$ cat src/include/remap_defines.svh
`ifndef REMAP_DEFINES_SVH
`define REMAP_DEFINES_SVH

// ==================================================
// Scratchpad geometry
// ==================================================

// Lanes per vector, also the bank count
`define REMAP_VSIZE 4
// Local address width, bank bits plus row bits
`define REMAP_LBW 8
// Data word width
`define REMAP_DBW 16
// Configuration ids, one XOR mask each
`define REMAP_NCFG 4

// Derived widths
`define REMAP_CVBW $clog2(`REMAP_VSIZE)
`define REMAP_HBW (`REMAP_LBW - `REMAP_CVBW)
`define REMAP_CFGBW $clog2(`REMAP_NCFG)

`endif
$ cat src/design/remap_pkg.sv
`default_nettype none

`include "remap_defines.svh"

package remap_pkg;

	// ==================================================
	// Scalar types
	// ==================================================

	// Bank or lane index
	typedef logic [`REMAP_CVBW-1:0] bank_t;
	// Row within one bank
	typedef logic [`REMAP_HBW-1:0] row_t;
	typedef logic [`REMAP_CFGBW-1:0] cfg_id_t;
	typedef logic [`REMAP_DBW-1:0] word_t;

	// ==================================================
	// Bundles
	// ==================================================

	// Read request, VSIZE local addresses under one config id
	typedef struct packed {
		cfg_id_t id;
		logic [`REMAP_VSIZE-1:0][`REMAP_LBW-1:0] addr;
	} rd_req_t;

	// Read response, words in lane order
	typedef struct packed {
		word_t [`REMAP_VSIZE-1:0] data;
	} rd_resp_t;

	// Full row write, words in lane order
	typedef struct packed {
		cfg_id_t id;
		row_t row;
		word_t [`REMAP_VSIZE-1:0] data;
	} wr_req_t;

	// Wishbone classic, master to slave
	typedef struct packed {
		logic cyc;
		logic stb;
		logic we;
		cfg_id_t adr;
		word_t dat;
	} wb_req_t;

	// Wishbone classic, slave to master
	typedef struct packed {
		logic ack;
		word_t dat;
	} wb_rsp_t;

	// Bank select: low address bits XOR masked low row bits
	function automatic bank_t remap_bank(input bank_t lo, input row_t row, input bank_t mask);
		return lo ^ (row[`REMAP_CVBW-1:0] & mask);
	endfunction

endpackage

`default_nettype wire

$ cat src/design/bank_sram.sv
`timescale 1ns/10ps
`default_nettype none

`include "remap_defines.svh"

module bank_sram import remap_pkg::*; (
	input  wire   i_clk,
	input  wire   i_we,
	input  row_t  i_waddr,
	input  word_t i_wdata,
	input  wire   i_re,
	input  row_t  i_raddr,
	output word_t o_rdata
);

	localparam int NROW = 1 << `REMAP_HBW;

	// One word per row
	word_t mem [NROW];

	// Write port
	always_ff @(posedge i_clk) begin
		if (i_we) begin
			mem[i_waddr] <= i_wdata;
		end
	end

	// Read port, one cycle latency
	// Output keeps the last read word while re is low
	always_ff @(posedge i_clk) begin
		if (i_re) begin
			o_rdata <= mem[i_raddr];
		end
	end

endmodule

`default_nettype wire

$ cat config.mk
export PLATFORM = sky130hd
export DESIGN_NAME = bank_sram
export DESIGN_NICKNAME = d
export VERILOG_FILES = /design/src/design/remap_pkg.sv /design/src/design/bank_sram.sv
export VERILOG_INCLUDE_DIRS = /design/src /design/src/include
export SDC_FILE = /design/constraint.sdc
export NUM_CORES = 1
export LEC_CHECK = 0
export ABC_AREA = 0
export BUFFER_PORTS_ARGS = -buffer_cell sky130_fd_sc_hd__buf_4
export CAP_MARGIN = 10
export CORE_MARGIN = 1.5
export CORE_UTILIZATION = 54
export DETAILED_ROUTE_END_ITERATION = 8
export PLACE_DENSITY = 0.7
export SLEW_MARGIN = 20
export SYNTH_ARGS = -nofsm -noshare
export SYNTH_HDL_FRONTEND = slang
export SYNTH_SLANG_ARGS = --single-unit
$ cat constraint.sdc
create_clock -name i_clk -period 4.05 [get_ports i_clk]
set_input_delay 0 -clock i_clk [delete_from_list [all_inputs] [get_ports i_clk]]
set_output_delay 0 -clock i_clk [all_outputs]
set_load 0.01 [all_outputs]
# Word level (Yosys, flattened, before mapping)
# Memories as Yosys holds them, arrays and structs flattened. A register that Yosys moved wholly into a read port is not among the register bits.
# Index checks and enable logic that the tools add are counted.
word_totals:
  input_bits: 31
  mem_count: 1
  word_cells: 3
  ramBits: 1024
  regBits: 0
  output_inout_bits: 16
op_classes:
  muxes: 2
memory_table:
  columns: ["memory", "words", "width", "read_ports", "rd_clocked_by_memory_dff", "wr", "line_no", "source"]
  rows:
  - ["mem", 64, 16, 1, 1, 1, "bank_sram.sv:19", "word_t mem [NROW];"]
op_table:
  columns: ["op", "n"]
  rows:
  - ["1-bit 2-to-1 mux", 2]

# Longest topological paths before layout
depth:
  word_depth: 2
  depth_mapped: 10
  mapped_depth_nobuf: 5

# Worst setup path before layout
# OpenSTA, ideal clock, no wires.
synth_path:
  kind: "input to register"
  start: "input port i_waddr[3]"
  end: "memory mem[48][0] in the netlist's numbering, enable pin"
  path_stages: 4
  required_time_ps: 3641
  setup_time_ps: 409
  setup_slack_ps: 2015
  n_path_buf: 1
  t_arrival_ps: 1626
  cell_sequence: "clkbuf_1 -> nor2b_1 -> nand4b_1 -> nor3_1"
synth_rtl:
  columns: ["element", "line_no", "source"]
  rows:
  - ["start, declared", "bank_sram.sv:9", "input row_t i_waddr,"]
  - ["end, declared", "bank_sram.sv:19", null]
# No word-level cell before the write port.

==> flow_metrics.tcl <==
set metrics [dict create \
    status "finished clean" \
    slew_viol_final 0 \
    synth_top_cell_by_area "edfxtp_1" \
    routed_wl_um 92980 \
    drc 0 \
    syn_area_um2 40200 \
    p_comb_share_pct 5.0 \
    tightest_slew_ps 1085 \
    power_density_nw_per_um2 487.3 \
    crit_type "input port to flop" \
    hpwl_um 53820 \
    fin_crit_sh_pct 62.41 \
    wl_per_cell_um 30.82 \
    fin_ws_ps 1522 \
    synth_xor_area_share_pct 0 \
    crit_family "simple AND/OR/NAND/NOR gates" \
    cts.sinks 1040 \
    cts_htree_levels 3 \
    swShare_pct 20.78 \
    syn_inst 1829 \
    core-area_um2 73330 \
    crit_buf_inv 2 \
    cpPeakStageDelay_ps 730 \
    yosysUniqueCellTypes 42 \
    place_ws_ps 935.9 \
    cts_tree "yes" \
    start_kind "input port" \
    p_int_mw 17.40 \
    clkTransAtPathRegs_ps 60 \
    synth_compound_gate_area_share_pct 2.400 \
    final.setup_skew_ps 27.15 \
    grt_setup_unrepaired "false" \
    clock_latency_ps 660 \
    grt.overflow.total 0 \
    power.switching_mw 4.565 \
    fmax_mhz 395.6 \
    io_buffers 46 \
    crit_start "i_raddr[2]" \
    synthMuxAreaShare_pct 15.46 \
    grt_pass1_vias 19460 \
    synth_top_family_by_area "multiplexers" \
    synth_edf_count 1040 \
    fp-row-count 99 \
    ys_ff_latch 1040 \
    hp-class "input port to flop" \
    antenna_cells 0 \
    final-hold-violation-count 0 \
    drt-pass1-iter-count 5 \
    yosys_warnings 0 \
    numCtsBuffers 102 \
    synthArstFlopShare_pct 0 \
    synth_top_area_share_pct 77.68 \
    p_leak_nw 14.27 \
    r2r-start "mem[7][15]" \
    setup_viol_count_final 0 \
    final_nets 2011 \
    path_cells "clkbuf_8, buf_4, nor2b_1, a22oi_1, a41oi_1, o21ai_0, and4_1" \
    synthesis.nets 1860 \
    worstPathArrival_ps 2920 \
    hp-start "i_waddr[0]" \
    avgSynthCellArea_um2 21.98 \
    drt_iter0_drc 2268 \
    critPathCaptureType "flop" \
    drv_cap 0 \
    crit_path_max_fanout 86 \
    slowest_stage "nor2b_1" \
    via_count 19230 \
    pin_count 47 \
    p_seq_share_pct 54.6 \
    yosysSeqAreaShare_pct 77.68 \
    irDropWorstVdd_uv 355.9 \
    yosys.area_share.simple_pct 2.636 \
    post-route-util_pct 61.48 \
    start_util_pct 54.82 \
    grt_pass1_wl_um 135000 \
    cts_max_path_buffers 3 \
    period_needed_ps 2528 \
    die_h_um 275.9 \
    vias_per_cell 6.373 \
    pwr-share-clk_pct 40.4 \
    yosys-top-cells-area "edfxtp_1 78%, mux4_2 12%, mux2i_1 2.1%" \
    antenna_found_initial 8 \
    root_buffer "clkbuf_16" \
    grt_max_degree 87 \
    maxSlewHeadroom_pct 26.93 \
    die_x_um 275.9 \
    required_ps 4440 \
    gp_congestion 0.8475 \
    setup_tns_ps 0 \
    synth_fa_ha_area_share_pct 0 \
    drive_above_1_share_pct 25.80 \
    synth_ff_type "edfxtp_1" \
    area_delta_synth_final_pct 12.14 \
    die-area_um2 76090 \
    track_usage_pct 25.20 \
    yosysMostFrequentCell "edfxtp_1" \
    cts_setup_buffers 0 \
    post_cts_resized 0 \
    synthTopCellsByCount "1,040 x edfxtp_1, 220 x mux4_2, 85 x mux2i_1, 72 x nor2_1, 59 x nand2_1" \
    postRouteAntennaNets 0 \
]
-- kinds of logic (layout without fill, tap and decap cells) --
family / Yosys count / after routing
compound gates: 129 / 129
simple gates: 220 / 220
buf+inv: 104 / 333
mux: 336 / 336
flops: 1040 / 1040
-- power groups by stage --
stage	registers, mW	logic, mW	clock network [mW]
2_1_floorplan	12.2	0.617	0
3_3_place_gp	12.2	1.06	0
3_5_place_dp	12.2	1.08	0
4_1_cts	12.0	1.10	9.00
5_1_grt	12.0	1.16	9.38
6_report	12.0	1.10	8.88
-- worst reg2reg max path: cells and delay by family (launching register included) --
family             cells  cell delay, ps
DFF                    1             370
AOI/OAI and AO/OA      3             950
muxes                  2             880
-- routing by layer --
metal / track usage [%] / vias up / wire length [um]
li1: - / 7994 / -
met1: 34.25 / 10130 / 35570
met2: 39.90 / 903 / 45100
met3: 6.585 / 190 / 8943
met4: 8.896 / 12 / 3281
met5: 0 / - / 85
-- what timing repair did --
action / 4_1_cts / 5_1_grt
hold buffers: 21 / 0
setup endpoints to repair: 0 / 0
hold endpoints to repair: 1036 / 0
-- state kept, by name (all words and copies together) (netlist names) --
name     count
mem       1024
o_rdata     16
-- placed cells by master (no fill, tap or decap), types with 4 or more instances in the layout --
master	count
mux2i_1	85
dlygate4sd3_1	21
a21oi_1	17
and4_1	5
mux4_2	220
o21ai_0	5
bufinv_16	6
clkinv_2	20
buf_4	123
a41oi_1	5
nor2b_1	28
a22oi_1	39
a211oi_1	8
a211o_1	8
nand2_1	59
edfxtp_1	1040
clkbuf_16	104
clkbuf_1	21
a221o_1	6
a311oi_1	8
inv_6	4
nand4_1	12
mux2_2	27
clkinv_1	25
a31oi_1	8
mux4_1	4
nor2_2	9
nor2_1	65
a221oi_1	16
a22o_1	6
buf_12	4
nand3_1	24
-- per-stage QoR --
step,area (um^2),power [mW],hold slack [ps],instances
6_report,45080,21.97,111.9,3017
5_1_grt,45080,22.53,139.8,3017
4_1_cts,45080,22.08,104.5,3017
3_5_place_dp,41760,13.29,414.2,2814
3_3_place_gp,41760,13.27,415.1,2814
2_1_floorplan,40200,12.81,98.87,1829
-- path summary, 6_finish.rpt --
kind                               endpoint  slack [ps]  cells past startpoint
worst max-delay path             o_rdata[5]        1520                      7
worst max register to register  o_rdata[15]        1560                      5
worst min-delay path            mem[48][14]         110                      3
worst min register to register  o_rdata[13]         930                      4
-- layout make-up --
| cell class | instances | area, um^2 |
|---|---|---|
| multi-input combinational | 685 | 8284 |
| sequential | 1040 | 31230 |
| fill | 4960 | 28250 |
| clock inverter | 57 | 432.9 |
| clock buffer | 125 | 2681 |
| tap | 959 | 1200 |
| timing repair buffer | 151 | 1254 |
Note: power is estimated with default switching activity, not from simulation.
