<file path="src/include/remap_defines.svh">
`ifndef REMAP_DEFINES_SVH
`define REMAP_DEFINES_SVH

// ==================================================
// Scratchpad geometry
// ==================================================

// Lanes per vector, also the bank count
`define REMAP_VSIZE 4
// Local address width, bank bits plus row bits
`define REMAP_LBW 8
// Data word width
`define REMAP_DBW 16
// Configuration ids, one XOR mask each
`define REMAP_NCFG 4

// Derived widths
`define REMAP_CVBW $clog2(`REMAP_VSIZE)
`define REMAP_HBW (`REMAP_LBW - `REMAP_CVBW)
`define REMAP_CFGBW $clog2(`REMAP_NCFG)

`endif
</file>
<file path="src/design/remap_pkg.sv">
`default_nettype none

`include "remap_defines.svh"

package remap_pkg;

	// ==================================================
	// Scalar types
	// ==================================================

	// Bank or lane index
	typedef logic [`REMAP_CVBW-1:0] bank_t;
	// Row within one bank
	typedef logic [`REMAP_HBW-1:0] row_t;
	typedef logic [`REMAP_CFGBW-1:0] cfg_id_t;
	typedef logic [`REMAP_DBW-1:0] word_t;

	// ==================================================
	// Bundles
	// ==================================================

	// Read request, VSIZE local addresses under one config id
	typedef struct packed {
		cfg_id_t id;
		logic [`REMAP_VSIZE-1:0][`REMAP_LBW-1:0] addr;
	} rd_req_t;

	// Read response, words in lane order
	typedef struct packed {
		word_t [`REMAP_VSIZE-1:0] data;
	} rd_resp_t;

	// Full row write, words in lane order
	typedef struct packed {
		cfg_id_t id;
		row_t row;
		word_t [`REMAP_VSIZE-1:0] data;
	} wr_req_t;

	// Wishbone classic, master to slave
	typedef struct packed {
		logic cyc;
		logic stb;
		logic we;
		cfg_id_t adr;
		word_t dat;
	} wb_req_t;

	// Wishbone classic, slave to master
	typedef struct packed {
		logic ack;
		word_t dat;
	} wb_rsp_t;

	// Bank select: low address bits XOR masked low row bits
	function automatic bank_t remap_bank(input bank_t lo, input row_t row, input bank_t mask);
		return lo ^ (row[`REMAP_CVBW-1:0] & mask);
	endfunction

endpackage

`default_nettype wire

</file>
<file path="src/design/remap_cfg_regs.sv">
`timescale 1ns/10ps
`default_nettype none

`include "remap_defines.svh"

module remap_cfg_regs import remap_pkg::*; (
	input  wire                       i_clk,
	input  wire                       i_rst_n,
	input  wb_req_t                   i_wb,
	output wb_rsp_t                   o_wb,
	output bank_t [`REMAP_NCFG-1:0]   o_mask_table
);

	// ==================================================
	// Registers
	// ==================================================

	bank_t [`REMAP_NCFG-1:0] mask_q;
	logic                    ack_q;
	word_t                   rdat_q;
	logic                    wb_hit;

	// New strobe, ignored during the ack cycle
	assign wb_hit = i_wb.cyc && i_wb.stb && !ack_q;

	// ==================================================
	// Bus decode
	// ==================================================

	always_ff @(posedge i_clk or negedge i_rst_n) begin
		if (!i_rst_n) begin
			mask_q <= '0;
			ack_q  <= 1'b0;
		end else begin
			// Ack lasts exactly one cycle
			ack_q <= wb_hit;
			// Address picks the config id, low data bits hold the mask
			if (wb_hit && i_wb.we) begin
				mask_q[i_wb.adr] <= i_wb.dat[`REMAP_CVBW-1:0];
			end
		end
	end

	// Readback data, launched with the ack
	always_ff @(posedge i_clk) begin
		if (wb_hit) begin
			rdat_q <= word_t'(mask_q[i_wb.adr]);
		end
	end

	assign o_wb.ack     = ack_q;
	assign o_wb.dat     = rdat_q;
	// Masks go straight to the read and write paths
	assign o_mask_table = mask_q;

endmodule

`default_nettype wire

</file>
<file path="config.mk">
export PLATFORM = sky130hd
export DESIGN_NAME = remap_cfg_regs
export DESIGN_NICKNAME = d
export VERILOG_FILES = /design/src/design/remap_pkg.sv /design/src/design/remap_cfg_regs.sv
export VERILOG_INCLUDE_DIRS = /design/src /design/src/include
export SDC_FILE = /design/constraint.sdc
export NUM_CORES = 1
export LEC_CHECK = 0
export BUFFER_PORTS_ARGS = -buffer_cell sky130_fd_sc_hd__buf_2
export CAP_MARGIN = 20
export CORE_UTILIZATION = 34
export DETAILED_ROUTE_END_ITERATION = 10
export PLACE_DENSITY = 0.74
export SETUP_SLACK_MARGIN = 0.4
export SYNTH_ARGS = -nofsm -noshare
export SYNTH_HDL_FRONTEND = slang
export SYNTH_SLANG_ARGS = --single-unit
</file>
<file path="constraint.sdc">
create_clock -name i_clk -period 1.4 [get_ports i_clk]
set_input_delay 0.21 -clock i_clk [delete_from_list [all_inputs] [get_ports i_clk]]
set_output_delay 0.21 -clock i_clk [all_outputs]
set_load 0.02 [all_outputs]
</file>
* Word level (Yosys, flattened, before mapping)
Cells that the tools add are included.
** Word-level totals
- Register bits :: 11
- Input bits :: 23
- Output and inout bits :: 25
** Cells by class
- Magnitude comparators :: 2
- Multiplexer cells :: 5
- Reduce and logical (&&, ||, !) cells :: 5
** Operators by type and width (number)
- 8-bit bitwise mux :: 1
- 2-bit binary-select mux with 2-bit select :: 1
- 2-bit demux with 2-bit select :: 1
- 1-bit logical AND :: 4
- 2-bit two-way mux :: 2
- 2-bit by 3-bit < comparator with 1-bit output, second input constant :: 1
- 2-bit by 1-bit greater-or-equal comparator with 1-bit output, second input constant :: 1
- 1-bit logical NOT :: 1

* Logic depth before layout (Yosys ltp)
- Word-level depth :: 5
- Gate-level depth with buffers :: 3
- Gate-level depth less buffers :: 3

* Least setup slack after synthesis
No wires, ideal clock.
- Path type :: register to register
- Start :: register ack_q
- End :: register mask_q (netlist bit o_mask_table[0])
- Arrival :: 1.186 ns
- Required time :: 1.275 ns
- Setup slack :: 0.089 ns
- Stages on the path, launching flop included :: 4
- Buffers on the path :: 0
- Clock period less this slack :: 1.311 ns
- Cells stage by stage :: dfrtp_1 > nand4b_4 > or3_4 > mux2_4
** Between the ends
- Longest elaborated chain between the ends :: 3
** RTL lines
- from (decl) :: RTL line remap_cfg_regs.sv:19 : logic ack_q;
- from (signal assigned) :: RTL line remap_cfg_regs.sv:36 : ack_q <= wb_hit;
- 1-bit logical NOT :: RTL line remap_cfg_regs.sv:24 : assign wb_hit = i_wb.cyc && i_wb.stb && !ack_q;
- 1-bit logical AND :: RTL line remap_cfg_regs.sv:24
- 1-bit logical AND :: RTL line remap_cfg_regs.sv:38 : if (wb_hit && i_wb.we) begin
- to (signal, indexed assignment) :: RTL line remap_cfg_regs.sv:39 : mask_q[i_wb.adr] <= i_wb.dat[`REMAP_CVBW-1:0];
- to (decl) :: RTL line remap_cfg_regs.sv:18 : bank_t [`REMAP_NCFG-1:0] mask_q;
No other way between the ends.
A chain may end at the register's enable or synchronous reset.

* Worst setup path in the final report
Ends and elaborated chain as after synthesis.

==> impl_results.md <==
- Post-synthesis cell area: 609 sq um
- Depth of the most critical reg-to-reg path: 3
- Clock input transition at the sequential cells of the worst setup and hold paths: 0.07 ns
- Clock root buffer master: sky130_fd_sc_hd__clkbuf_4
- Slew Limit Fails: 0
- Global route overflow: 0
- Highest metal layer with signal wires: met3
- Area share of the largest cell type after synthesis: 37.0%
- # fillers: 145
- Pin count of the biggest net entering global routing: 10
- Share of the yosys chip area belonging to registers: 46.8%
- Longest individual stage delay on the worst path: 0.38 ns
- Routed wire length on met3: 66 um
- Clock buffer count from CTS: 3
- Run status: complete, no violations
- Final cycle utilization of the critical path: 98.9%
- Avg Synthesized Cell Area: 13.5 sq um
- Antenna violations before repair: 0
- Proportion of layout cells with a drive suffix above 1: 64.8%
- Startpoint class of the critical path: flip-flop
- Leakage: 0.396 nW
- Detailed Route WL: 1.03 mm
- Detailed-route vias per instance: 4.03
- Number of diodes: 0
- Number of global-route vias before repair: 386
- Cell types occupying the most area after synthesis: sky130_fd_sc_hd__dfrtp_1 (37%), sky130_fd_sc_hd__buf_4 (18%), sky130_fd_sc_hd__mux2_2 (11%)
- Bufs on Longest Clock Path: 2
- Upper clock frequency limit: 722 MHz
- H-Tree Level Count: 1
- Vert. Die Dim: 44.3 um
- Number of standard cells after synthesis: 45
- RR Endpoint: o_mask_table[0]$_DFFE_PN0P_
- Wire length of the first global-routing pass: 1.58 mm
- Max-capacitance violation count: 0
- Setup slack on the worst flop-to-flop path: 0.01 ns
- Final setup skew: 0.00280 ns
- Minimum setup slack in the final design: 0.0148 ns
- Crit Path Class: flip-flop to flip-flop
- Largest delay share family, worst path: simple AND/OR/NAND/NOR gates
- Placement Setup Slack: -0.0381 ns
- Final hold slack: 0.220 ns
- Count of buffers inserted at the top-level ports: 19
- Floorplan Core Area: 1590 sq um
- Yosys top cell by area: sky130_fd_sc_hd__dfrtp_1
- Ordered list of cells on the worst path: nand4b_4 -> or3_4 -> mux2_4
- Number of remaining DRC errors: 0
- Hold/Removal Path Class: primary input to flip-flop
- RSZ-0062 raised after global routing: true
- Final setup violation count: 0
- Hold endpoint: o_mask_table[1]$_DFFE_PN0P_
- Post-layout min period: 1.39 ns
- Worst-path fanout max: 4
- Overall power of the completed layout: 0.00106 W
- Number of clock sinks seen by CTS: 11
- Synth-to-Final Area Change: 37.8%
- Count of routing violations after the opening detailed-route iteration: 1
- Die Area: 1970 sq um
- Area of the multi-input gates: 285 sq um
- Launching point of the worst reg2reg path: ack_q$_DFF_PN0_
- Net count reported at finish: 95
- Number of iterations in the first detailed-routing pass: 2
- Final standard cell utilization of the core: 52.7%
- Most common cell after layout, fill and taps aside: sky130_fd_sc_hd__conb_1
- I/O pins: 48
- Worst Path Buf+Inv: 0
- Routed met2 length: 545 um
- Data required time of the critical path: 1.55 ns
- #FFs+latches synth: 11
- Chip width: 44.3 um
- Setup TNS: 0 ns
- Yosys cell types: 12
- Startpoint of the most critical setup path: ack_q$_DFF_PN0_
- Data arrival time at the worst-slack endpoint: 1.53 ns
- Detailed-route via count: 383
- Most used cells in the layout excluding fill and tap cells: sky130_fd_sc_hd__conb_1 (14), sky130_fd_sc_hd__buf_6 (12), sky130_fd_sc_hd__buf_2 (8)
- Routability cong.: 0.644
- Global-route total usage across every layer: 11.8%
- Count of warnings emitted by yosys: 0
- Wire length on met1: 415 um
- Routed wire per std cell: 10.8 um
- Startpoint of the worst hold path: i_wb[1]
- Worst vdd ir: 0.000686 V
- Critical Path Sink Type: flip-flop
- Starting density of the core: 38.2%
- Placement row count: 14
- Remaining antenna violation count after routing: 0
- Highest-delay cell along the critical path: sky130_fd_sc_hd__dfrtp_1
- Clk_lat worst skew: 0.26 ns
- Area of all sequential standard cells: 290 sq um
- WHS Path Cells: 2
- Number of hold violations in the final report: 0
- Power density cells: 1270 nW/um^2
- Detailed placer's ending HPWL: 780 um
- CTS tree: done
routing by layer:
| layer | vias up | track usage [%] |
|---|---|---|
| met4 | 0 | 7.27 |
| met3 | 0 | 2.86 |
| met1 | 183 | 13.4 |
| met5 | - | 0 |
| met2 | 23 | 19.7 |
| li1 | 177 | - |
power by group:
group | leakage [nW] | internal (W) | switching, W
logic | 0.255 | 0.000213 | 0.000181
clock network | 0.0150 | 0.000110 | 0.0000999
registers | 0.126 | 0.000401 | 0.0000590
total | 0.396 | 0.000724 | 0.000340
area by class of cell:
type / instances / area share [%]
sequential: 11 / 34.6
tap: 24 / 3.58
timing repair buffer: 24 / 24.7
multi-input combinational: 32 / 34.0
clock buffer: 4 / 3.13
logic make-up after synthesis:
logic type / synth area share, %
muxes: 23.4
DFF: 46.8
buffers and inverters: 18.5
other: 0.615
and+or+nand+nor: 10.7
synth_stat cells:
library cell                n
sky130_fd_sc_hd__conb_1     1
sky130_fd_sc_hd__nand2_1    2
sky130_fd_sc_hd__mux2_4     2
sky130_fd_sc_hd__nand4b_4   1
sky130_fd_sc_hd__dfrtp_1    9
sky130_fd_sc_hd__mux4_2     2
sky130_fd_sc_hd__edfxtp_1   2
sky130_fd_sc_hd__buf_4     15
sky130_fd_sc_hd__nor3b_1    2
sky130_fd_sc_hd__nor2_1     2
sky130_fd_sc_hd__or3_4      1
sky130_fd_sc_hd__mux2_2     6
worst max path at each step:
stage,end,slack (ns),cells after the start
floorplan,o_mask_table[0]$_DFFE_PN0P_,0.09,3
global placement,o_mask_table[4]$_DFFE_PN0P_,0.02,3
detailed placement,o_mask_table[4]$_DFFE_PN0P_,-0.04,3
CTS,o_mask_table[0]$_DFFE_PN0P_,0.02,3
global route,o_mask_table[0]$_DFFE_PN0P_,-0.02,3
finish,o_mask_table[0]$_DFFE_PN0P_,0.01,3
flip-flops by register name, summed over array words and instances (netlist names):
| signal | cells |
|---|---|
| rdat_q | 2 |
| o_mask_table | 8 |
| ack_q | 1 |
per-stage QoR:
| stage | cell area (sq um) | std cells |
|---|---|---|
| 6_report | 840 | 95 |
| 5_1_grt | 840 | 95 |
| 4_1_cts | 805 | 93 |
| 3_5_place_dp | 683 | 87 |
| 3_3_place_gp | 683 | 87 |
| 2_1_floorplan | 663 | 58 |
what timing repair did:
| action | 4_1_cts | 5_1_grt |
|---|---|---|
| setup endpoints to repair | 22 | 23 |
| pin swaps | 1 | 0 |
| buffers inserted | 1 | 2 |
| hold endpoints to repair | 9 | 0 |
| hold buffers | 1 | 0 |
| gates resized for setup | 23 | 6 |
(Power assumes the default switching activity.)
