$ cat config.mk
export PLATFORM = sky130hd
export DESIGN_NAME = bank_read_sched
export DESIGN_NICKNAME = d
export VERILOG_FILES = /design/src/design/remap_pkg.sv /design/src/design/bank_read_sched.sv
export VERILOG_INCLUDE_DIRS = /design/src /design/src/include
export SDC_FILE = /design/constraint.sdc
export NUM_CORES = 1
export LEC_CHECK = 0
export ABC_AREA = 1
export BUFFER_PORTS_ARGS = -buffer_cell sky130_fd_sc_hd__buf_2
export CORE_MARGIN = 2
export CORE_UTILIZATION = 40
export CTS_CLUSTER_DIAMETER = 30
export DETAILED_ROUTE_END_ITERATION = 7
export PLACE_DENSITY = 0.66
export SYNTH_ARGS = -nofsm -noshare
export SYNTH_HDL_FRONTEND = slang
export SYNTH_SLANG_ARGS = --single-unit
export TNS_END_PERCENT = 1
$ cat constraint.sdc
create_clock -name i_clk -period 4.2 [get_ports i_clk]
set_input_delay 0.42 -clock i_clk [delete_from_list [all_inputs] [get_ports i_clk]]
set_output_delay 0.42 -clock i_clk [all_outputs]
set_load 0.01 [all_outputs]
$ cat src/include/remap_defines.svh
`ifndef REMAP_DEFINES_SVH
`define REMAP_DEFINES_SVH

// ==================================================
// Scratchpad geometry
// ==================================================

// Lanes per vector, also the bank count
`define REMAP_VSIZE 4
// Local address width, bank bits plus row bits
`define REMAP_LBW 8
// Data word width
`define REMAP_DBW 16
// Configuration ids, one XOR mask each
`define REMAP_NCFG 4

// Derived widths
`define REMAP_CVBW $clog2(`REMAP_VSIZE)
`define REMAP_HBW (`REMAP_LBW - `REMAP_CVBW)
`define REMAP_CFGBW $clog2(`REMAP_NCFG)

`endif
$ cat src/design/remap_pkg.sv
`default_nettype none

`include "remap_defines.svh"

package remap_pkg;

	// ==================================================
	// Scalar types
	// ==================================================

	// Bank or lane index
	typedef logic [`REMAP_CVBW-1:0] bank_t;
	// Row within one bank
	typedef logic [`REMAP_HBW-1:0] row_t;
	typedef logic [`REMAP_CFGBW-1:0] cfg_id_t;
	typedef logic [`REMAP_DBW-1:0] word_t;

	// ==================================================
	// Bundles
	// ==================================================

	// Read request, VSIZE local addresses under one config id
	typedef struct packed {
		cfg_id_t id;
		logic [`REMAP_VSIZE-1:0][`REMAP_LBW-1:0] addr;
	} rd_req_t;

	// Read response, words in lane order
	typedef struct packed {
		word_t [`REMAP_VSIZE-1:0] data;
	} rd_resp_t;

	// Full row write, words in lane order
	typedef struct packed {
		cfg_id_t id;
		row_t row;
		word_t [`REMAP_VSIZE-1:0] data;
	} wr_req_t;

	// Wishbone classic, master to slave
	typedef struct packed {
		logic cyc;
		logic stb;
		logic we;
		cfg_id_t adr;
		word_t dat;
	} wb_req_t;

	// Wishbone classic, slave to master
	typedef struct packed {
		logic ack;
		word_t dat;
	} wb_rsp_t;

	// Bank select: low address bits XOR masked low row bits
	function automatic bank_t remap_bank(input bank_t lo, input row_t row, input bank_t mask);
		return lo ^ (row[`REMAP_CVBW-1:0] & mask);
	endfunction

endpackage

`default_nettype wire

$ cat src/design/bank_read_sched.sv
`timescale 1ns/10ps
`default_nettype none

`include "remap_defines.svh"

module bank_read_sched import remap_pkg::*; (
	input  wire                       i_clk,
	input  wire                       i_rst_n,
	input  wire                       i_ra_rdy,
	output logic                      o_ra_ack,
	input  rd_req_t                   i_ra,
	output logic                      o_rd_rdy,
	input  wire                       i_rd_ack,
	output rd_resp_t                  o_rd,
	input  bank_t [`REMAP_NCFG-1:0]   i_mask_table,
	output logic [`REMAP_VSIZE-1:0]   o_sram_re,
	output row_t [`REMAP_VSIZE-1:0]   o_sram_raddr,
	input  word_t [`REMAP_VSIZE-1:0]  i_sram_rdata
);

	localparam int VSIZE = `REMAP_VSIZE;

	// ==================================================
	// Lane decode at acceptance
	// ==================================================

	bank_t                   ra_mask;
	bank_t [VSIZE-1:0]       ra_bank;
	row_t  [VSIZE-1:0]       ra_row;
	logic                    acc;
	logic                    take;

	// Handshakes
	assign acc  = i_ra_rdy && o_ra_ack;
	assign take = o_rd_rdy && i_rd_ack;

	assign ra_mask = i_mask_table[i_ra.id];

	always_comb begin
		for (int l = 0; l < VSIZE; l++) begin
			// Row is the high address part
			ra_row[l]  = i_ra.addr[l][`REMAP_LBW-1:`REMAP_CVBW];
			ra_bank[l] = remap_bank(i_ra.addr[l][`REMAP_CVBW-1:0], ra_row[l], ra_mask);
		end
	end

	// ==================================================
	// State
	// ==================================================

	logic                    busy_q;
	logic                    rdy_q;
	logic [VSIZE-1:0]        pend_q;
	logic [VSIZE-1:0]        fill_vld_q;
	bank_t [VSIZE-1:0]       fill_lane_q;
	bank_t [VSIZE-1:0]       lane_bank_q;
	row_t  [VSIZE-1:0]       lane_row_q;
	rd_resp_t                data_q;

	// Per pass grant
	logic [VSIZE-1:0]        sram_re;
	row_t  [VSIZE-1:0]       sram_raddr;
	bank_t [VSIZE-1:0]       gnt_lane;
	logic [VSIZE-1:0]        grant;
	logic                    land;

	// Each bank takes its lowest pending lane
	always_comb begin
		sram_re    = '0;
		sram_raddr = '0;
		gnt_lane   = '0;
		grant      = '0;
		for (int b = 0; b < VSIZE; b++) begin
			// Descending scan leaves the lowest match written last
			for (int l = VSIZE - 1; l >= 0; l--) begin
				if (pend_q[l] && lane_bank_q[l] == bank_t'(b)) begin
					sram_re[b]    = 1'b1;
					sram_raddr[b] = lane_row_q[l];
					gnt_lane[b]   = bank_t'(l);
				end
			end
		end
		// Lanes served this pass
		for (int b = 0; b < VSIZE; b++) begin
			if (sram_re[b]) begin
				grant[gnt_lane[b]] = 1'b1;
			end
		end
	end

	// Last pass data arrives while nothing is pending
	assign land = ~|pend_q && |fill_vld_q;

	always_ff @(posedge i_clk or negedge i_rst_n) begin
		if (!i_rst_n) begin
			busy_q     <= 1'b0;
			rdy_q      <= 1'b0;
			pend_q     <= '0;
			fill_vld_q <= '0;
		end else begin
			// One vector in flight from accept to take
			if (acc) begin
				busy_q <= 1'b1;
			end else if (take) begin
				busy_q <= 1'b0;
			end
			pend_q     <= acc ? '1 : (pend_q & ~grant);
			// Banks returning data next cycle
			fill_vld_q <= sram_re;
			if (land) begin
				rdy_q <= 1'b1;
			end else if (take) begin
				rdy_q <= 1'b0;
			end
		end
	end

	// Lane map and grant record
	always_ff @(posedge i_clk) begin
		if (acc) begin
			lane_bank_q <= ra_bank;
			lane_row_q  <= ra_row;
		end
		fill_lane_q <= gnt_lane;
	end

	// Collect words into lane order
	always_ff @(posedge i_clk) begin
		for (int b = 0; b < VSIZE; b++) begin
			if (fill_vld_q[b]) begin
				data_q.data[fill_lane_q[b]] <= i_sram_rdata[b];
			end
		end
	end

	assign o_ra_ack     = ~busy_q;
	assign o_rd_rdy     = rdy_q;
	assign o_rd         = data_q;
	assign o_sram_re    = sram_re;
	assign o_sram_raddr = sram_raddr;

endmodule

`default_nettype wire

Word level (Yosys, flattened, before mapping)
Cells that the tools add are included.

Memory bits (read-only): 0. Register bits after elaboration: 114. Memories kept: 0. Logic and storage cells: 181. Memory bits (writable): 0. Latch bits: 0. Input port bits: 110. Output and inout bits: 94.

Reduce and logical (&&, ||, !) cells: 36. Muxes and demuxes: 82. Equality and inequality tests: 12. $add $sub $neg: 0. Bitwise logic cells: 14. $lt $le $gt $ge: 17. Multipliers: 0. Divide/modulo/power cells: 0. Shifts and indexed selects: 0.

Operator list (count): bitwise mux 64 bit (4); two-way mux 64 bit (4); demux 16 bit (select 2 bit) (4); two-way mux 6 bit (16); two-way mux 16 bit (4); two-way mux 2 bit (17); logical AND 1 bit (27); < comparator 2 x 3 -> 1 bit (second input constant) (9); two-way mux 1 bit (23); two-way mux 4 bit (5); == test 2 bit (second input constant) (8); >= comparator 2 x 1 -> 1 bit (second input constant) (8); bitwise OR 4 bit (3); AND 2 bit (4); demux 1 bit (select 2 bit) (4); == test 2 x 1 -> 1 bit (second input constant) (4); zero test 2 bit (4); OR reduction 4 bit (2); bitwise XOR 2 bit (4); AND 4 bit (1); binary-select mux 2 bit (select 2 bit) (1); inverter 4 bit (1); nonzero test 2 bit (2); zero test 1 bit (1); inverter 1 bit (1).

Logic depth before layout (Yosys ltp)
Depth in word-level cells: 20. Gate-level depth with buffers: 8. Mapped depth without buffers: 8.

Worst setup path after synthesis
Ideal clock, no wire load.

Path kind: reg-to-output. Start: register lane_bank_q[5] (netlist bit). End: output o_sram_raddr[0] (netlist bit). Stages on the path, launching flop included: 8. Setup slack: 2.523 ns. Data arrival time: 1.257 ns. Path buffers: 0. Required time: 3.780 ns. Cell sequence: edfxtp_1 -> inv_1 -> nand2_1 -> nor2_1 -> nand2_1 -> nand2_1 -> nor2_1 -> o21ai_0.

RTL lines: start, declared (RTL line bank_read_sched.sv:56) `bank_t [VSIZE-1:0] lane_bank_q;`; start signal, assigned (RTL line bank_read_sched.sv:121) `lane_bank_q <= ra_bank;`; end, declared (RTL line bank_read_sched.sv:17) `` output row_t [`REMAP_VSIZE-1:0] o_sram_raddr, ``.

==> impl_metrics.json <==
{
  "synth_fp_nets": 1224,
  "irDropWorstVdd_mv": 0.336,
  "cts_made_buffers": 17,
  "drtIter0Drc": 937,
  "powerDensity_nw_per_um2": 751,
  "dp_cells": 1490,
  "worstSetupPathType": "flip-flop to output port",
  "synth_edf_count": 32,
  "setup_violations": 0,
  "crit_path_start_kind": "flip-flop",
  "rsz0062_at_grt": "false",
  "finalCriticalPeriod_ns": 2.59,
  "ys_ff_latch": 114,
  "hold_start": "i_ra[31]",
  "fin_cells": 1523,
  "worstHoldPathType": "input pin to flip-flop",
  "dieArea_um2": 18800,
  "relSlewSlack_pct": 18.5,
  "ys.flop_type": "dfxtp_1",
  "grt_usage_pct": 26.2,
  "gp_congestion": 0.988,
  "clk_latency_ns": 0.42,
  "cts-htree-levels": 4,
  "required_ns": 3.78,
  "slew_violations": 0,
  "portBuffers": 203,
  "finalClockSkew_ns": 0.0117,
  "yosys_warnings": 0,
  "fin_hold_ws_ns": 0.176,
  "cts_sinks": 114,
  "ant_nets": 0,
  "dieWidth_um": 137,
  "diodes": 0,
  "worstMarginPinSlew_ns": 1.22,
  "drive_above_1_share_pct": 19.4,
  "finalHoldViolCount": 0,
  "final_core_util_pct": 51.0,
  "crit_path_start": "lane_bank_q[3]",
  "avgSynthCellArea_um2": 6.37,
  "cts_resized": 0,
  "core-area_um2": 17300,
  "cts_tree": "built",
  "end_kind": "output port",
  "fmaxAchievable_ghz": 0.387,
  "row_count": 48,
  "clk_path_buf_depth": 2,
  "grt_pass1_wl_um": 38500,
  "syn-cell-area_um2": 7100,
  "post-cts-setup-buffer-count": 0,
  "synth-seq-area-share_pct": 37.4,
  "fin_setup_tns_ns": 0,
  "wl_um": 25200,
  "clk_pin_slew_ns": 0.05,
  "rr_startpoint": "fill_vld_q[0]",
  "cap_violations": 0,
  "vias_per_cell": 5.42,
  "start_util_pct": 41.1,
  "synth_cells": 1114,
  "die_y_um": 137,
  "async_reset_ff_share_pct": 8.77,
  "area_growth_pct": 24.2,
  "drc_errors": 0,
  "io-pin-count": 204,
  "wire_per_inst_um": 16.5,
  "grt_pass1_vias": 7191,
  "drtPass1Iterations": 6,
  "crit_arrival_ns": 2.17,
  "via_count": 8260,
  "antenna_found_initial": 0,
  "cts-root-buf": "clkbuf_16",
  "grt_max_degree": 39,
  "dp_hpwl_um": 18300,
  "grt_overflow": 0,
  "worstPathMaxFanout": 17,
  "final_net_count": 1395,
  "p_leak_nw": 4.50,
  "status": "completed",
  "period_share_pct": 61.6,
  "ys_types": 23
}
==> cells in the final DEF (no fill, tap or decap) <==
master         count
clkinv_2           2
bufinv_16          2
o21ai_1            1
clkbuf_8           5
clkbuf_1           5
dfrtp_1            9
buf_2            203
nand2_1          252
dfxtp_1           72
nand3b_1           1
inv_1             95
edfxtp_1          32
nor2_1           185
clkbuf_16         18
dlygate4sd3_1      1
nor3_4             1
buf_4              8
xnor2_1            8
inv_2              5
nor4_1             1
a21oi_1          154
nand3_1          110
nor2_2             2
nand4_1           64
nor2_4             2
nand3_2            2
nor3_2             1
o21ai_0           56
dfrtp_2            1
==> per-stage QoR <==
step | area (um^2) | worst slack [ns] | total power [mW]
detailed placement | 8200 | 1.87 | 5.10
CTS | 8820 | 1.57 | 6.60
global placement | 8200 | 1.90 | 5.06
floorplan | 7100 | 2.52 | 4.04
finish | 8820 | 1.61 | 6.62
global route | 8820 | 1.42 | 7.11
==> critical path: stages (launching register included) <==
cell	delay, ns
edfxtp_1	0.43
inv_1	0.11
nand3_1	0.50
nand2_1	0.25
nor2_1	0.06
o21ai_0	0.21
buf_2	0.18
==> logic make-up (layout without fill, tap and decap cells) <==
kind of cell    Yosys count  in the layout  share of synthesized area [%]
simple gates            621            621                           37.7
compound gates          211            211                           14.9
buf+inv                 160            344                           9.07
flops                   114            114                           37.4
xor+xnor                  8              8                          0.987
==> state kept, by name (all words and copies together) (netlist names) <==
register and cells:
fill_vld_q 4, lane_row_q 24, lane_bank_q 8, o_rd 64
busy_q 1, o_rd_rdy 1, fill_lane_q 8, pend_q 4
==> area by class of cell <==
class / instances / area, um^2
Clock buffer: 28 / 538
Timing Repair Buffer: 212 / 1090
Tap cell: 225 / 282
Sequential cell: 114 / 2650
Clock inverter: 4 / 70.1
Inverter: 100 / 375
Multi-Input combinational cell: 840 / 3810
Fill cell: 1790 / 8480
==> per-layer routing <==
layer / global-route usage, % / up-vias / share of wire, % / wire length [um]
met3: 5.48 / 45 / 11 / 2890
met1: 36.8 / 3614 / 41 / 10400
met5: 0 / - / 0 / 0
li1: - / 4050 / - / -
met4: 8.65 / 0 / 1.9 / 488
met2: 40.2 / 551 / 45 / 11400
==> synth_stat cells (10+ instances only) <==
master,n,area (um^2)
inv_1,95,357
nand3_1,110,551
o21ai_0,56,280
clkbuf_1,27,101
dfrtp_1,10,250
a21oi_1,154,771
dfxtp_1,72,1440
nand4_1,64,400
nor2_1,186,698
edfxtp_1,32,961
nand2_1,252,946
buf_2,29,145
==> repair_timing <==
item                       4_1_cts  5_1_grt
hold buffers                     1        0
setup endpoints to repair        0        0
hold endpoints to repair        10        0
==> report_power, final <==
group | internal, mW | switching [mW]
registers | 1.64 | 0.375
logic | 1.13 | 1.99
clock network | 0.987 | 0.503
==> final timing paths <==
kind	depth (start not counted)	slack, ns	end
max	6	1.61	o_sram_raddr[1]
max in group asynchronous	2	3.57	fill_vld_q[0]
min	1	0.18	lane_row_q[23]
max reg2reg	6	1.82	o_rd[37]
min in group asynchronous	2	0.41	busy_q
min reg2reg	2	0.47	busy_q
Power figures use the tool's default switching activity.
