<file path="src/include/remap_defines.svh">
`ifndef REMAP_DEFINES_SVH
`define REMAP_DEFINES_SVH

// ==================================================
// Scratchpad geometry
// ==================================================

// Lanes per vector, also the bank count
`define REMAP_VSIZE 4
// Local address width, bank bits plus row bits
`define REMAP_LBW 8
// Data word width
`define REMAP_DBW 16
// Configuration ids, one XOR mask each
`define REMAP_NCFG 4

// Derived widths
`define REMAP_CVBW $clog2(`REMAP_VSIZE)
`define REMAP_HBW (`REMAP_LBW - `REMAP_CVBW)
`define REMAP_CFGBW $clog2(`REMAP_NCFG)

`endif
</file>
<file path="src/design/remap_pkg.sv">
`default_nettype none

`include "remap_defines.svh"

package remap_pkg;

	// ==================================================
	// Scalar types
	// ==================================================

	// Bank or lane index
	typedef logic [`REMAP_CVBW-1:0] bank_t;
	// Row within one bank
	typedef logic [`REMAP_HBW-1:0] row_t;
	typedef logic [`REMAP_CFGBW-1:0] cfg_id_t;
	typedef logic [`REMAP_DBW-1:0] word_t;

	// ==================================================
	// Bundles
	// ==================================================

	// Read request, VSIZE local addresses under one config id
	typedef struct packed {
		cfg_id_t id;
		logic [`REMAP_VSIZE-1:0][`REMAP_LBW-1:0] addr;
	} rd_req_t;

	// Read response, words in lane order
	typedef struct packed {
		word_t [`REMAP_VSIZE-1:0] data;
	} rd_resp_t;

	// Full row write, words in lane order
	typedef struct packed {
		cfg_id_t id;
		row_t row;
		word_t [`REMAP_VSIZE-1:0] data;
	} wr_req_t;

	// Wishbone classic, master to slave
	typedef struct packed {
		logic cyc;
		logic stb;
		logic we;
		cfg_id_t adr;
		word_t dat;
	} wb_req_t;

	// Wishbone classic, slave to master
	typedef struct packed {
		logic ack;
		word_t dat;
	} wb_rsp_t;

	// Bank select: low address bits XOR masked low row bits
	function automatic bank_t remap_bank(input bank_t lo, input row_t row, input bank_t mask);
		return lo ^ (row[`REMAP_CVBW-1:0] & mask);
	endfunction

endpackage

`default_nettype wire

</file>
<file path="src/design/butterfly_write.sv">
`timescale 1ns/10ps
`default_nettype none

`include "remap_defines.svh"

module butterfly_write import remap_pkg::*; (
	input  wr_req_t                   i_wad,
	input  bank_t [`REMAP_NCFG-1:0]   i_mask_table,
	output word_t [`REMAP_VSIZE-1:0]  o_bank_wdata
);

	localparam int VSIZE = `REMAP_VSIZE;
	localparam int CVBW  = `REMAP_CVBW;

	// Offset applied to every lane index
	bank_t xr;
	// Stage k has lanes swapped across bit k
	word_t [VSIZE-1:0] stg [CVBW+1];

	assign xr     = remap_bank(bank_t'(0), i_wad.row, i_mask_table[i_wad.id]);
	assign stg[0] = i_wad.data;

	// ==================================================
	// Butterfly stages
	// ==================================================

	// XOR by a constant splits into one conditional swap per bit
	for (genvar gk = 0; gk < CVBW; gk++) begin : g_stage
		for (genvar gi = 0; gi < VSIZE; gi++) begin : g_lane
			assign stg[gk+1][gi] = xr[gk] ? stg[gk][gi ^ (1 << gk)] : stg[gk][gi];
		end
	end

	// Lane j has landed in bank j ^ xr
	assign o_bank_wdata = stg[CVBW];

endmodule

`default_nettype wire

</file>
<file path="config.mk">
export PLATFORM = sky130hd
export DESIGN_NAME = butterfly_write
export DESIGN_NICKNAME = d
export VERILOG_FILES = /design/src/design/remap_pkg.sv /design/src/design/butterfly_write.sv
export VERILOG_INCLUDE_DIRS = /design/src /design/src/include
export SDC_FILE = /design/constraint.sdc
export NUM_CORES = 1
export LEC_CHECK = 0
export BUFFER_PORTS_ARGS = -buffer_cell sky130_fd_sc_hd__buf_4
export CAP_MARGIN = 10
export CORE_ASPECT_RATIO = 0.8
export CORE_UTILIZATION = 25
export DETAILED_ROUTE_END_ITERATION = 10
export PLACE_DENSITY_LB_ADDON = 0.08
export RECOVER_POWER = 50
export SYNTH_ARGS = -nofsm -noshare
export SYNTH_HDL_FRONTEND = slang
export SYNTH_SLANG_ARGS = --single-unit
</file>
<file path="constraint.sdc">
create_clock -name vclk -period 2.11
set_input_delay 0.3165 -clock vclk [all_inputs]
set_output_delay 0.3165 -clock vclk [all_outputs]
set_load 0.01 [all_outputs]
</file>
---- Word level (Yosys, flattened, before mapping) ----
Cells that the tools add are included.
word-level totals
  register bits after elaboration ......... 0
  input port bits ......................... 80
  output and inout port bits .............. 64
  word-level logic and storage cells ...... 12
cells by class
  $lt $le $gt $ge ......................... 1
  muxes and demuxes ....................... 10
  bitwise logic cells ..................... 1
operators with widths
  kind                number
  $mux 16             8
  $bmux 2 s2          1
  $lt 2x3->1 const B  1
  $and 2x2->2         1
  $mux 2              1

---- Depth between registers and ports, before layout ----
Gate-level depths: netlist (run 1).
  word-level depth ........................ 5
  mapped depth ............................ 6
  depth with buffers taken out ............ 4

---- Least setup slack after synthesis (run 1) ----
No wires, ideal clock.
  kind .................................... input-to-output
  start point ............................. input i_wad[70] (netlist name)
  end point ............................... output o_bank_wdata[37] (netlist name)
  arrival time ............................ 1503 ps
  data required time ...................... 1794 ps
  slack ................................... 290 ps
  cell stages on the path ................. 4
  buffers on the path ..................... 1
  path through ............................ mux4_2 nand2_4 buf_8 mux2i_1
RTL lines
  element          line                  RTL
  start, declared  butterfly_write.sv:7  input wr_req_t i_wad,
  end, declared    butterfly_write.sv:9  output word_t [`REMAP_VSIZE-1:0] o_bank_wdata

==> results of run 1 <==
==> placed cells by master, fill, tap and decap left out, drive strengths merged <==
cell    instances
buf           123
clkbuf         24
mux2i         130
mux4            1
nand2           2
nand2b          1
o22ai           1
==> worst max-delay path by stage <==
stage | from | endpoint | slack [ns]
2_1_floorplan | i_wad[70] | o_bank_wdata[37] | 0.29
3_3_place_gp | i_wad[70] | o_bank_wdata[41] | 0.08
3_5_place_dp | i_wad[70] | o_bank_wdata[3] | 0.07
4_1_cts | i_wad[70] | o_bank_wdata[3] | 0.06
5_1_grt | i_wad[70] | o_bank_wdata[45] | 0.004
6_report | i_wad[70] | o_bank_wdata[32] | 0.09
==> through the flow <==
stage | total power (W) | area [um2] | util | setup slack, ns
after floorplan | 0.000481 | 1570 | - | 0.290
after global placement | 0.000860 | 2610 | 0.437 | 0.0783
after detailed placement | 0.000857 | 2610 | 0.437 | 0.0737
after CTS | 0.000862 | 2610 | 0.437 | 0.0624
after global routing | 0.000876 | 2540 | 0.425 | 0.00416
final | 0.000813 | 2540 | 0.425 | 0.0884
==> routing by layer <==
metal / GRT usage / vias to the layer above / part of all wire
met3: 0.0198 / 0 / 0.089
met4: 0 / 0 / 0
met1: 0.158 / 747 / 0.44
met2: 0.215 / 76 / 0.47
li1: - / 843 / -
met5: 0 / - / 0
==> report_power, final <==
| part | leakage (nW) | internal (W) | total [W] | switching [W] |
|---|---|---|---|---|
| Combinational | 1.42 | 0.000433 | 0.000813 | 0.000380 |
| Clock | 0 | 0 | 0 | 0 |
| Sequential | 0 | 0 | 0 | 0 |
==> logic make-up (layout without fill, tap and decap cells) <==
logic type             after synthesis  count (layout)  synth area share
AOI/OAI and AO/OA                    1               1           0.00399
buffers and inverters               13             147             0.138
and+or+nand+nor                      3               3            0.0136
muxes                              131             131             0.844
==> critical path: cells and delay by family <==
| family | cells | cell delay, ns |
|---|---|---|
| buffers and inverters | 3 | 0.48 |
| AND/OR/NAND/NOR | 1 | 0.18 |
| multiplexers | 2 | 0.74 |
==> area by class of cell <==
type | count | area (um2)
fill | 593 | 3430
multi-input combinational | 135 | 1370
tap | 81 | 101
timing repair buffer | 147 | 1070
==> metrics.md, run 1 <==
| Metric | Value |
|---|---|
| Wire length reported by the detailed router | 4440 um |
| Post-synthesis net count | 228 |
| Final Max Slew Viols | 0 |
| Critical Path Max Stage Delay | 0.52 ns |
| Critical Path Fanout Max | 9 |
| Worst path required time | 1.79 ns |
| Max frequency | 495 MHz |
| Most instantiated library cell after synthesis | mux2i_1 |
| Cell types with the highest counts after synthesis | 130 x mux2i_1, 7 x buf_8, 5 x buf_12 |
| Vias in the first global route | 1540 |
| Critical Path Most Common Cell | buf_4 |
| Leak | 1.42 nW |
| Wire length of the first global-routing pass | 6780 um |
| Number of nets in the layout | 364 |
| Post-detailed-route via-to-cell ratio | 4.59 |
| Number of top-level pins | 144 |
| GR Overflow Total | 0 |
| Fraction of layout instances using a drive strength above 1 | 0.454 |
| Largest cells by area after synthesis | mux2i_1 83%, buf_8 6.7%, buf_12 6.4% |
| Fraction of synthesized cell area taken by the top area cell type | 0.830 |
| Number of standard cells in the layout, taps in and fillers out | 363 |
| Cell count after synthesis | 148 |
| Remaining number of nets flagged by the antenna check after routing | 0 |
| Type of element launching the critical path | primary input |
| Critical-path top delay cell | mux4_2 |
| Path class of the lowest-slack min-delay path | primary input to output pin |
| Area occupied by registers | 0 um2 |
| Part of the cycle the worst path needs | 0.958 |
| Post-CTS Setup Repair Bufs | 0 |
| Number of search-and-repair iterations in the first detailed-routing pass | 4 |
| Syn avg cell area | 10.6 um2 |
| Post-detailed-route DRC marker count | 0 |
| Critical path start-end classification | primary input to output pin |
| HPWL after DPL | 3590 um |
| GRT Total Usage | 0.119 |
| Number of clock buffers in the layout | 0 |
| IR drop worst, VDD | 0.000114 V |
| Setup repair after global routing missed its margin | no |
| Data arrival, critical path | 1.71 ns |
| # setup viols final | 0 |
| Worst hold start | i_wad[15] |
| Endpoint kind of the worst setup timing path | output pin |
| Critical-path cell list | buf_4 > mux4_2 > nand2_4 > buf_4 > mux2i_1 > buf_4 |
| Resized cells post-CTS | 0 |
| Number of different library cells in the post-synthesis netlist | 9 |
| # diodes | 0 |
| Total negative slack | 0 ns |
| Initial Utilization | 0.262 |
| Worst hold margin | 1.05 ns |
| Tmin final | 2.02 ns |
| Transition time at the pin with the least slew margin | 0.265 ns |
| Total standard cell area after synthesis | 1570 um2 |
| Number of max-cap violations | 0 |
| Pwr Density | 320 nW/um2 |
| Fin. Hold Viols | 0 |
| Last weighted congestion value of the routability-driven placer | 0.684 |
| Terminating pin of the worst hold path | o_bank_wdata[15] |
| Core area | 5970 um2 |
| Via count | 1666 |
| P&R area growth vs syn | 62.1% |
| Count of standard-cell rows | 25 |
| Horizontal extent of the die | 90.5 um |
| Number of port buffers | 140 |
| Number of DRC markers in iteration 0 | 30 |
| Number of synthesis warnings | 0 |
| Max transition margin | 0.818 |
| Die footprint | 6590 um2 |
| Die height | 72.8 um |
| Result of the run | complete, no violations |
| Total of hold buffers inserted after clock tree synthesis | 0 |
| Routed length per placed instance | 12.2 um |
| Hold path cells | 4 |
| Placed cell count | 362 |
| Fraction of the yosys area taken by sequential cells | 0 |
| Cell type with the largest total area after synthesis | mux2i_1 |
| Initial antenna violation count | 0 |
| Number of sequential cells | 0 |
| Pin count of the biggest net entering global routing | 35 |
Note: power is estimated with default switching activity, not from simulation.
==> run 2: changes to the inputs <==
Clock period 2.11 ns to 2.01 ns, I/O delays scaled along.
==> metrics.md, run 2 (synthesis gave the netlist of run 1 again) <==
| Metric | Value |
|---|---|
| Die height | 72.8 um (unchanged) |
| Area occupied by registers | 0 um2 (unchanged) |
| Wire length on met3 | 409 um (+3.5%) |
| Highest routing layer actually used | met3 |
| Routed length per placed instance | 13.6 um (+11%) |
| Number of sequential cells | 0 (unchanged) |
| Clock share of power | 0 (unchanged) |
| P&R area growth vs syn | 77.3% |
| Leak | 1.55 nW (+9.1%) |
| Number of DRC markers in iteration 0 | 24 (-20%) |
| Data arrival, critical path | 1.66 ns (-0.05 ns) |
| IR drop worst, VDD | 0.000129 V (+13%) |
| Filler cell count | 579 (-2.4%) |
| Initial antenna violation count | 0 (unchanged) |
| Vias in the first global route | 1566 (+1.7%) |
| HPWL after DPL | 3680 um (+2.7%) |
| Post-detailed-route DRC marker count | 0 (unchanged) |
| Number of search-and-repair iterations in the first detailed-routing pass | 4 (unchanged) |
| Fraction of layout instances using a drive strength above 1 | 0.561 (+0.107) |
| Pwr Density | 346 nW/um2 (+8.3%) |
| Total of hold buffers inserted after clock tree synthesis | 0 (unchanged) |
| Tmin final | 1.96 ns |
| GRT Total Usage | 0.123 (+0.00363) |
| Number of max-cap violations | 0 (unchanged) |
| Die footprint | 6590 um2 (unchanged) |
| Setup repair after global routing missed its margin | yes |
| Post-detailed-route via-to-cell ratio | 4.58 (-0.29%) |
| # diodes | 0 (unchanged) |
| Most common cell after layout, fill and taps aside | buf_4 |
| Wire length reported by the detailed router | 5000 um (+13%) |
| Number of nets in the layout | 369 (+1.4%) |
| Worst path required time | 1.71 ns (-0.08 ns) |
| Number of top-level pins | 144 (unchanged) |
| Path class of the lowest-slack min-delay path | primary input to output pin |
| Part of the cycle the worst path needs | 0.977 |
| Final Max Slew Viols | 0 (unchanged) |
| Transition time at the pin with the least slew margin | 0.251 ns (-0.0139 ns) |
| GR Overflow Total | 0 (unchanged) |
| Max frequency | 509 MHz |
| Wire length of the first global-routing pass | 6960 um (+2.7%) |
| Initial Utilization | 0.262 (unchanged) |
| Seq pwr share | 0 (unchanged) |
| Logic gate share of total power | 1.000 (about the same) |
| Wire length the detailed router placed on met1 | 2280 um (+16%) |
| Int Pwr | 0.000542 W (+25%) |
| Net switching power of the design | 0.000421 W (+11%) |
| Endpoint kind of the worst setup timing path | output pin |
| Number of clock buffers in the layout | 0 (unchanged) |
| Max transition margin | 0.828 (+0.00956) |
| Remaining number of nets flagged by the antenna check after routing | 0 (unchanged) |
| Switching Share | 0.437 (-0.0302) |
| Final design area excluding fillers | 2780 um2 (+9.4%) |
| Fin. Hold Viols | 0 (unchanged) |
| Type of element launching the critical path | primary input |
| Placed cell count | 363 (+0.28%) |
| Core Util, Final | 0.465 (+0.0398) |
| Leading cell types in the layout, fill and taps excluded | 141 x buf_4, 124 x mux2i_1, 6 x mux2i_2, 5 x buf_12, 4 x clkbuf_16 |
| Number of standard cells in the layout, taps in and fillers out | 368 (+1.4%) |
| Critical path start-end classification | primary input to output pin |
| Critical Path Fanout Max | 12 (+3) |
| Count of standard-cell rows | 25 (unchanged) |
| Core area | 5970 um2 (unchanged) |
| Last weighted congestion value of the routability-driven placer | 0.681 (-0.45%) |
| # setup viols final | 0 (unchanged) |
| Wire length on met2 | 2310 um (+11%) |
| Pin count of the biggest net entering global routing | 37 (+5.7%) |
| Area after detailed placement | 2620 um2 (+0.29%) |
| Number of port buffers | 140 (unchanged) |
| Horizontal extent of the die | 90.5 um (unchanged) |
| Result of the run | complete, no violations |
| Via count | 1684 (+1.1%) |
==> run 2: changes by cell type in the layout (fill, tap and decap cells not counted), sizes merged <==
cell / delta
buf: +25
clkbuf: -20
==> run 2: final timing paths <==
kind                   from               end  slack, ns  depth (start not counted)
setup / recovery  i_wad[70]  o_bank_wdata[19]       0.05                          6
hold / removal    i_wad[37]  o_bank_wdata[53]       1.01                          4
==> run 2: metrics by stage <==
stage | setup TNS, ns | hold WS (ns) | worst slack [ns] | total power [W]
after floorplan | 0 | 0.870 | 0.220 | 0.000505
after global placement | 0 | 1.01 | 0.0361 | 0.000904
after detailed placement | 0 | 1.01 | 0.0219 | 0.000903
after CTS | 0 | 1.02 | 0.0103 | 0.000908
after global routing | -0.101 | 1.04 | -0.0242 | 0.00103
final | 0 | 1.01 | 0.0457 | 0.000963
==> run 2: routing by layer <==
layer  vias up  global-route usage
li1        851                   -
met1       759               0.160
met2        74               0.225
met3         0              0.0219
met4         0                   0
met5         -                   0
==> run 2: power groups by stage <==
stage	combinational, W	sequential (W)	clock, W
2_1_floorplan	0.000505	0	0
3_3_place_gp	0.000904	0	0
3_5_place_dp	0.000903	0	0
4_1_cts	0.000908	0	0
5_1_grt	0.00103	0	0
6_report	0.000963	0	0
==> run 2: layout make-up <==
cell class / instances / area (um2) / area share
multi-input combinational: 135 / 1400 / 0.502
timing repair buffer: 152 / 1280 / 0.461
tap: 81 / 101 / 0.0365
==> run 2: worst max-delay path, stage by stage <==
cell	delay, ns
buf_4	0.10
mux4_2	0.55
nand2_8	0.15
clkbuf_16	0.20
mux2i_1	0.21
buf_4	0.14
==> run 2: repair_timing <==
| item | CTS | global route |
|---|---|---|
| buffers inserted | 0 | 1 |
| gates resized for setup | 0 | 9 |
| setup endpoints to repair | 0 | 48 |
